[src/design/spram_pkg.sv]
`default_nettype none

package spram_pkg;

    // host side word geometry
    localparam int DATA_W = 96;             // host data word
    localparam int ADDR_W = 10;             // word address, 4 banks of 256
    localparam int MASK_W = DATA_W / 8;     // one enable per host byte

    // hard macro geometry, 1rw1r 64x256
    localparam int MACRO_WIDTH      = 64;   // macro data bits
    localparam int MACRO_DEPTH_BITS = 8;    // macro address bits
    localparam int MACRO_MASK_W     = 8;    // one mask bit per macro byte

    // one host access, held stable while req is high
    typedef struct packed {
        logic              write;           // 1 selects write
        logic [ADDR_W-1:0] addr;            // word address
        logic [DATA_W-1:0] wdata;           // write payload
        logic [MASK_W-1:0] bmask;           // 1 writes that byte
    } mem_req_t;

    // read return to the host
    typedef struct packed {
        logic [DATA_W-1:0] rdata;           // last read word
    } mem_rsp_t;

endpackage

`default_nettype wire

[src/design/mem_req_port.sv]
`timescale 1ns/100ps
`default_nettype none

module mem_req_port (
    input  logic                          clk,
    input  logic                          rst_n,
    // four phase host side
    input  logic                          req,
    input  spram_pkg::mem_req_t           req_data,  // stable while req is high
    output logic                          ack,
    output spram_pkg::mem_rsp_t           rsp_data,  // valid with ack on reads
    // one cycle strobe to the memory
    output logic                          ce,
    output logic                          we,
    output logic [spram_pkg::ADDR_W-1:0]  addr,
    output logic [spram_pkg::DATA_W-1:0]  din,
    output logic [spram_pkg::DATA_W-1:0]  wmask,     // bit mask with bytes replicated
    input  logic [spram_pkg::DATA_W-1:0]  dout       // one clock after read strobe
);

    typedef enum logic [1:0] {
        st_idle,                            // waiting for req
        st_issue,                           // strobe on the bus
        st_wait_data,                       // write settle or read return
        st_acked                            // ack high until req drops
    } state_t;

    state_t                        state;
    logic                          rd_cap;    // read word already in rsp_data
    logic [spram_pkg::DATA_W-1:0]  bit_mask;  // bmask expanded to bits

    // each byte enable drives 8 mask bits
    always_comb begin
        for (int b = 0; b < spram_pkg::MASK_W; b++) begin
            bit_mask[b*8 +: 8] = {8{req_data.bmask[b]}};
        end
    end

    // handshake FSM
    always_ff @(posedge clk) begin
        if (!rst_n) begin
            state    <= st_idle;
            ack      <= 1'b0;
            ce       <= 1'b0;
            we       <= 1'b0;
            rd_cap   <= 1'b0;
            rsp_data <= '0;
        end else begin
            ce <= 1'b0;                     // strobe lasts one cycle
            case (state)
                st_idle: begin
                    if (req) begin
                        ce    <= 1'b1;      // issue on the next cycle
                        we    <= req_data.write;
                        state <= st_issue;
                    end
                end
                st_issue: begin
                    rd_cap <= 1'b0;
                    state  <= st_wait_data;
                end
                st_wait_data: begin
                    if (we) begin
                        ack   <= 1'b1;      // write landed on the strobe edge
                        state <= st_acked;
                    end else if (!rd_cap) begin
                        rsp_data.rdata <= dout;  // tiler output settled
                        rd_cap         <= 1'b1;
                    end else begin
                        ack   <= 1'b1;      // data held from here on
                        state <= st_acked;
                    end
                end
                st_acked: begin
                    if (!req) begin
                        ack   <= 1'b0;      // return to zero phase
                        state <= st_idle;
                    end
                end
                default: begin
                    state <= st_idle;
                end
            endcase
        end
    end

    // payload latched with the strobe
    always_ff @(posedge clk) begin
        if (state == st_idle && req) begin
            addr  <= req_data.addr;
            din   <= req_data.wdata;
            wmask <= bit_mask;
        end
    end

    // ack only answers a live request, req seen on the edge that set ack
    ack_needs_req: assert property (
        @(posedge clk) disable iff (!rst_n) $rose(ack) |-> $past(req)
    ) else $error("ack rose while req was low");

    // exactly one memory operation per handshake
    single_strobe: assert property (
        @(posedge clk) disable iff (!rst_n) ce |=> !ce
    ) else $error("ce high on two consecutive cycles");

endmodule

`default_nettype wire

[config.mk]
export PLATFORM = sky130hd
export DESIGN_NAME = mem_req_port
export DESIGN_NICKNAME = d
export VERILOG_FILES = /design/src/design/spram_pkg.sv /design/src/design/mem_req_port.sv
export SDC_FILE = /design/constraint.sdc
export NUM_CORES = 1
export LEC_CHECK = 0
export BUFFER_PORTS_ARGS = -buffer_cell sky130_fd_sc_hd__buf_2
export CELL_PAD_IN_SITES_DETAIL_PLACEMENT = 0
export CELL_PAD_IN_SITES_GLOBAL_PLACEMENT = 1
export CORE_AREA = 2 2 202 204
export CTS_CLUSTER_DIAMETER = 100
export DETAILED_ROUTE_END_ITERATION = 6
export DIE_AREA = 0 0 204 206
export MAX_ROUTING_LAYER = met4
export PLACE_DENSITY_LB_ADDON = 0.1
export SLEW_MARGIN = 20
export SYNTH_ARGS = -nofsm -noshare
export SYNTH_HDL_FRONTEND = slang
export SYNTH_SLANG_ARGS = --single-unit
[constraint.sdc]
create_clock -name clk -period 6 [get_ports clk]
set_clock_uncertainty 0.05 [all_clocks]
set_input_delay 0.6 -clock clk [delete_from_list [all_inputs] [get_ports clk]]
set_output_delay 0.6 -clock clk [all_outputs]
set_load 0.1 [all_outputs]
======== Word-level counts from Yosys, hierarchy flattened ========
Cells that the tools add are included.
storage, ports and cells
  flip-flop bits (word level) ............. 297
  input port bits ......................... 218
  output and inout port bits .............. 301
  word-level logic and storage cells ...... 40
operators by class
  equality and inequality tests ........... 7
  multiplexer cells ....................... 12
  bitwise gates (word level) .............. 2
  reduce and logical (&&, ||, !) cells .... 10
operator list
  kind                number
  $reduce_and 3->1    3
  $mux 2              4
  $pmux 2 s4          1
  $ne 2x2->1 const B  3
  $reduce_and 2->1    3
  $mux 1              5
  $eq 2x2->1 const B  2
  $pmux 1 s2          2
  $reduce_bool 2->1   2
  $ne 3x3->1 const B  1
  $eq 2x1->1 const B  1
  $logic_not 2->1     1
  $not 1->1           2
  $logic_and 1x1->1   1

======== Depth between registers and ports, before layout ========
Gate-level depths: netlist of the first run.
  depth in word-level cells ............... 3
  mapped depth ............................ 8
  gate-level depth less buffers ........... 5

======== Least setup slack after synthesis of the first run ========
OpenSTA, ideal clock, no wires.
  path kind ............................... input port to flip-flop
  from .................................... input port req
  to ...................................... register we
  setup time .............................. 0.127 ns
  data arrival time ....................... 3.778 ns
  required time ........................... 5.823 ns
  path slack .............................. 2.045 ns
  cell stages on the path ................. 3
  path buffers ............................ 0
  cell sequence ........................... and2_1 mux2i_1 nor2b_1
between the ends
  longest elaborated chain between the ends .. 1
ends and longest elaborated chain
  element                            RTL line            source
  from (decl)                        mem_req_port.sv:8   input logic req,
  $reduce_and 2->1 (no source line)  --
  to (signal assigned)               mem_req_port.sv:54  we <= req_data.write;
  to (decl)                          mem_req_port.sv:14  output logic we,
Every way passes these cells.
A chain may end at the register's enable or synchronous reset.

======== Worst setup path in the final report of the first run ========
  from .................................... register state[0]
  to ...................................... register din[51] (netlist name), enable pin
between the ends
  longest elaborated chain between the ends .. 2
ends and longest elaborated chain
  element                 RTL line            source
  from (decl)             mem_req_port.sv:28  state_t state;
  from (signal assigned)  mem_req_port.sv:42  state <= st_idle;
  from (signal assigned)  mem_req_port.sv:55  state <= st_issue;
  from (signal assigned)  mem_req_port.sv:60  state <= st_wait_data;
  $logic_not 2->1         mem_req_port.sv:89  if (state == st_idle && req) begin
  $logic_and 1x1->1       mem_req_port.sv:89
  to (signal assigned)    mem_req_port.sv:91  din <= req_data.wdata;
  to (decl)               mem_req_port.sv:16  output logic [spram_pkg::DATA_W-1:0] din,
Every way passes these cells.

==> impl_metrics.tcl, run 1 <==
set metrics [dict create \
    status "complete, no violations" \
    io-pin-count 519 \
    grt_max_degree 75 \
    multi_input_area_um2 1650 \
    synth_area_um2 8060 \
    row_count 74 \
    synth_cells 654 \
    htree_levels 1 \
    yosysWarnings 0 \
    hold_class "in2reg" \
    fin_nets 1313 \
    place_congestion 0.757 \
    rsz0062_at_grt "false" \
    numCtsBuffers 28 \
    yosys.area.top_type "edfxtp_1" \
    cp.required_ns 6.11 \
    period_minus_slack_ns 2.53 \
    cts-resized-gates 0 \
    synth_top_area_share 0.439 \
    synth.avg_cell_area_um2 12.3 \
    grtUsageTotal 0.124 \
    die_area_um2 42000 \
    drt_iter0_drc 185 \
    clk_pin_slew_ns 0.06 \
    fmax_mhz 395 \
    drtPass1Iterations 4 \
    final_cell_mix "buf_2 (518), nand2_1 (194), edfxtp_1 (118)" \
    ys_seq_elements 220 \
    cpMaxStageDelayCell "buf_4" \
    cts_sinks 220 \
    avgViaCountPerCell 3.66 \
    ant_nets 0 \
    synth-seq-area-share 0.693 \
    clock-root-buffer "clkbuf_16" \
    finalNonFillerCells 1652 \
    slew_headroom 0.414 \
    max_stage_delay_ns 0.71 \
    path_cells "inv_1 -> ha_1 -> and2_4 -> buf_4" \
    cts_max_path_buffers 3 \
    cts_hold_buf 0 \
    min_period_over_period 0.422 \
    dieHeight_um 206 \
    crit_family "buffers and inverters" \
    final_common_cell "buf_2" \
    setup.worst_path.start_class "flip-flop" \
    dp_hpwl_mm 20.0 \
    path_class "reg2reg" \
    tns_ns 0 \
    initial_core_util 0.201 \
    cp_max_fo 61 \
    worstPathArrival_ns 2.64 \
    cts_tree "done" \
    fill_cells 4419 \
    vias 6043 \
    cp_num_buf_inv 2 \
    drc 0 \
    portBuffers 518 \
    final-max-slew-violation-count 0 \
    cp-end-kind "flip-flop" \
    syn_nets 877 \
    dp.cells 1592 \
    wl_per_cell_um 16.4 \
    synthTopCellsByArea "edfxtp_1 (44%), dfxtp_1 (25%), nand2_1 (9.0%)" \
    setup_violations 0 \
    seq_area_um2 5590 \
    grt_pass1_wl_mm 38.0 \
    tightest_slew_ns 0.879 \
    synth_cell_types 23 \
    finalHoldViolations 0 \
    area_growth_pct 42.0 \
    core_um2 40200 \
    antenna_found_initial 8 \
    grt-ovfl-total 0 \
    clkLatencyLatePin_ns 0.54 \
    post_cts_buffers 0 \
    drt_wl_total_mm 27.2 \
    die_x_um 204 \
    grt_pass1_vias 5849 \
    drive_gt1_frac 0.509 \
    maxCapViolCount 0 \
]
stage by stage:
step	setup slack [ns]	instance area (µm²)	hold WS (ns)	utilization
2_1_floorplan	2.05	8060	0.418	-
3_3_place_gp	3.26	10500	0.390	0.262
3_5_place_dp	3.27	10500	0.392	0.262
4_1_cts	3.36	11400	0.146	0.284
5_1_grt	3.21	11400	0.149	0.285
6_report	3.47	11400	0.188	0.285
worst register-to-register path: cells and delay by family, from the launching register on:
| kind | cells | cell delay, ns |
|---|---|---|
| and+or+nand+nor | 1 | 0.68 |
| buffers and inverters | 2 | 0.84 |
| DFF | 1 | 0.33 |
| adders and majority gates | 1 | 0.19 |
area by class of cell:
cell class,count,share of cell area
antenna,8,0.00175
clock buffer,36,0.0657
clock inverter,16,0.0111
inverter,4,0.00131
multi-input combinational,313,0.144
sequential,220,0.488
tap,532,0.0581
timing repair buffer,523,0.230
final timing paths:
check | start | to | slack, ns | depth (start not counted)
hold / removal | req_data[105] | din[93] | 0.19 | 1
hold reg to reg | rsp_data[72] | rsp_data[72] | 0.40 | 2
setup / recovery | state[0] | din[51] | 3.47 | 4
setup reg to reg | state[0] | din[51] | 3.47 | 4
sequential cells by signal, indices dropped and copies added, names as in the netlist:
register / cells
din: 96
rsp_data: 96
wmask: 12
addr: 10
state: 2
ack: 1
ce: 1
rd_cap: 1
we: 1
logic make-up after synthesis:
kind of cell,Yosys count,share of synthesized area
DFF,220,0.693
AOI/OAI and AO/OA,104,0.0961
muxes,3,0.00388
buffers and inverters,121,0.104
and+or+nand+nor,201,0.0959
adders and majority gates,5,0.00776
per-layer routing:
metal  vias to the layer above  GRT usage  wire length, µm
met5                         -          -                0
met4                         0     0.0313              473
met3                        35     0.0585             3220
met2                       271      0.194            12500
met1                      2734      0.142            10900
li1                       3003          -                -
synth_stat cells (all sizes together):
cell type	count
inv	4
and3	1
nor3b	1
a21boi	98
o21ai	4
o311ai	1
mux2	1
clkbuf	11
mux2i	2
and2	1
dfxtp	102
ha	5
or3b	1
o311a	1
nor2	1
buf	106
nand2	194
nand2b	1
nor2b	1
edfxtp	118
Power of run 1 is not shown: default switching activity piles up to over one toggle a cycle in this logic, so the estimate is an artifact.
==> run 2, diff against run 1 <==
Clock period 6 ns to 2.6 ns, I/O delays scaled along.
==> run 2 against run 1 <==
First-iteration DRC count up 34%; worst setup slack worse by 2.9 ns; critical path depth rose by 2; count of clock-buffer cells in the layout fell by 1; core utilization rose by 5.5 points; non-clock buffer count grew 224; die area did not move; final cell count is 13% higher; final area grew 19%; critical endpoint is now rsp_data[86]; highest routed layer unchanged.
==> impl_metrics.tcl, run 2 (synthesis results as in run 1) <==
set metrics [dict create \
    ant_nets 0 \
    cts_tree "done" \
    avgViaCountPerCell 3.69 \
    dp_hpwl_mm 20.4 \
    numCtsBuffers 27 \
    fin_nets 1536 \
    min_period_over_period 0.770 \
    maxCapViolCount 0 \
    worstPathArrival_ns 2.43 \
    clkLatencyLatePin_ns 0.55 \
    row_count 74 \
    drive_gt1_frac 0.427 \
    crit_family "simple AND/OR/NAND/NOR gates" \
    cts_sinks 220 \
    drtPass1Iterations 4 \
    htree_levels 1 \
    slew_headroom 0.590 \
    fmax_mhz 499 \
    setup.worst_path.start_class "flip-flop" \
    final_common_cell "buf_2" \
    tightest_slew_ns 0.616 \
    vias 6863 \
    die_area_um2 42000 \
    dieHeight_um 206 \
    vdd_ir_drop_max_v 0.000677 \
    setup_violations 0 \
    portBuffers 518 \
    fill_cells 4270 \
    wl_per_cell_um 15.2 \
    clock-root-buffer "clkbuf_16" \
    cp_num_buf_inv 2 \
    pre_cts_ws_ns 0.546 \
    finalHoldViolations 0 \
    p_per_area_nw_per_um2 1310 \
    drc 0 \
    path_class "reg2reg" \
    drt_wl_total_mm 28.3 \
    drt_iter0_drc 248 \
    seq_area_um2 5590 \
    antenna_found_initial 0 \
    leakage_nw 5.96 \
    cp-end-kind "flip-flop" \
    cts_max_path_buffers 3 \
    post_cts_buffers 0 \
    biggestRegsByFlops "din x96, rsp_data x96, wmask x12" \
    cpMaxStageDelayCell "or3b_4" \
    grt_pass1_wl_mm 41.0 \
    final-max-slew-violation-count 0 \
    die_x_um 204 \
    core_um2 40200 \
    io-pin-count 519 \
    multi_input_area_um2 1650 \
    period_minus_slack_ns 2.00 \
    status "complete, no violations" \
    final_cell_mix "buf_2 (518), dlygate4sd3_1 (216), nand2_1 (194)" \
    rsz0062_at_grt "false" \
    tns_ns 0 \
    place_congestion 0.762 \
    antenna_cells 0 \
    grt_pass1_vias 6982 \
    max_stage_delay_ns 0.66 \
    grtUsageTotal 0.129 \
    initial_core_util 0.201 \
    clk_pin_slew_ns 0.06 \
    hold_class "in2reg" \
    grt_max_degree 99 \
    area_growth_pct 69.5 \
    path_cells "inv_1 -> ha_1 -> or3b_4 -> buf_4 -> nand2_1 -> a21boi_1" \
    grt-ovfl-total 0 \
    cp.required_ns 3.03 \
    cp_max_fo 40 \
    setup_slack_ns 0.597 \
]
[run 2: cell types whose count changed in the layout (fill, tap and decap cells not counted), sizes merged]
cell	change
dlygate4sd3	+216
buf	+8
diode	-8
clkinv	-3
clkinvlp	-2
bufinv	-1
clkbuf	-1
inv	+1
[run 2: final timing paths]
path,startpoint,endpoint,slack (ns),cells past startpoint
worst max-delay path,state[0],rsp_data[86],0.60,6
worst min-delay path,rst_n,rsp_data[14],0.13,2
worst max register to register,state[0],rsp_data[86],0.60,6
worst min register to register,rsp_data[94],rsp_data[94],0.40,2
[run 2: area by class of cell]
class	count	share of cell area
flip-flops and latches	220	0.409
repair buffers	747	0.361
multi-input cells	313	0.121
clock buffers	35	0.0531
well taps	532	0.0487
clock inverters	11	0.00632
inverters	4	0.00110
[run 2: layer usage]
metal  GRT usage  routed length (µm)
met1       0.155               12000
met2       0.208               13000
met3      0.0498                2880
met4      0.0254                 459
met5           -                   0
[run 2: per-stage QoR]
step                total power [mW]  cell area [µm²]  std cells  hold slack [ns]  utilization
finish                          18.0            13700       1862            0.129        0.340
CTS                             18.3            13700       1862            0.114        0.340
global placement                14.4            10700       1600            0.387        0.266
detailed placement              14.4            10700       1600            0.388        0.266
global route                    18.7            13700       1862            0.152        0.340
floorplan                       13.1             8070        654            0.309            -
[run 2: where the power goes]
part	internal, mW	switching (mW)
clock network	2.05	1.47
registers	4.52	0.280
logic	1.37	8.29
[run 2: timing repair]
action | in CTS | in global routing
hold buffers | 216 | 0
gates resized for setup | 0 | 0
endpoints found under the hold margin | 216 | 0
setup endpoints to repair | 0 | 0
(Power assumes the default switching activity.)
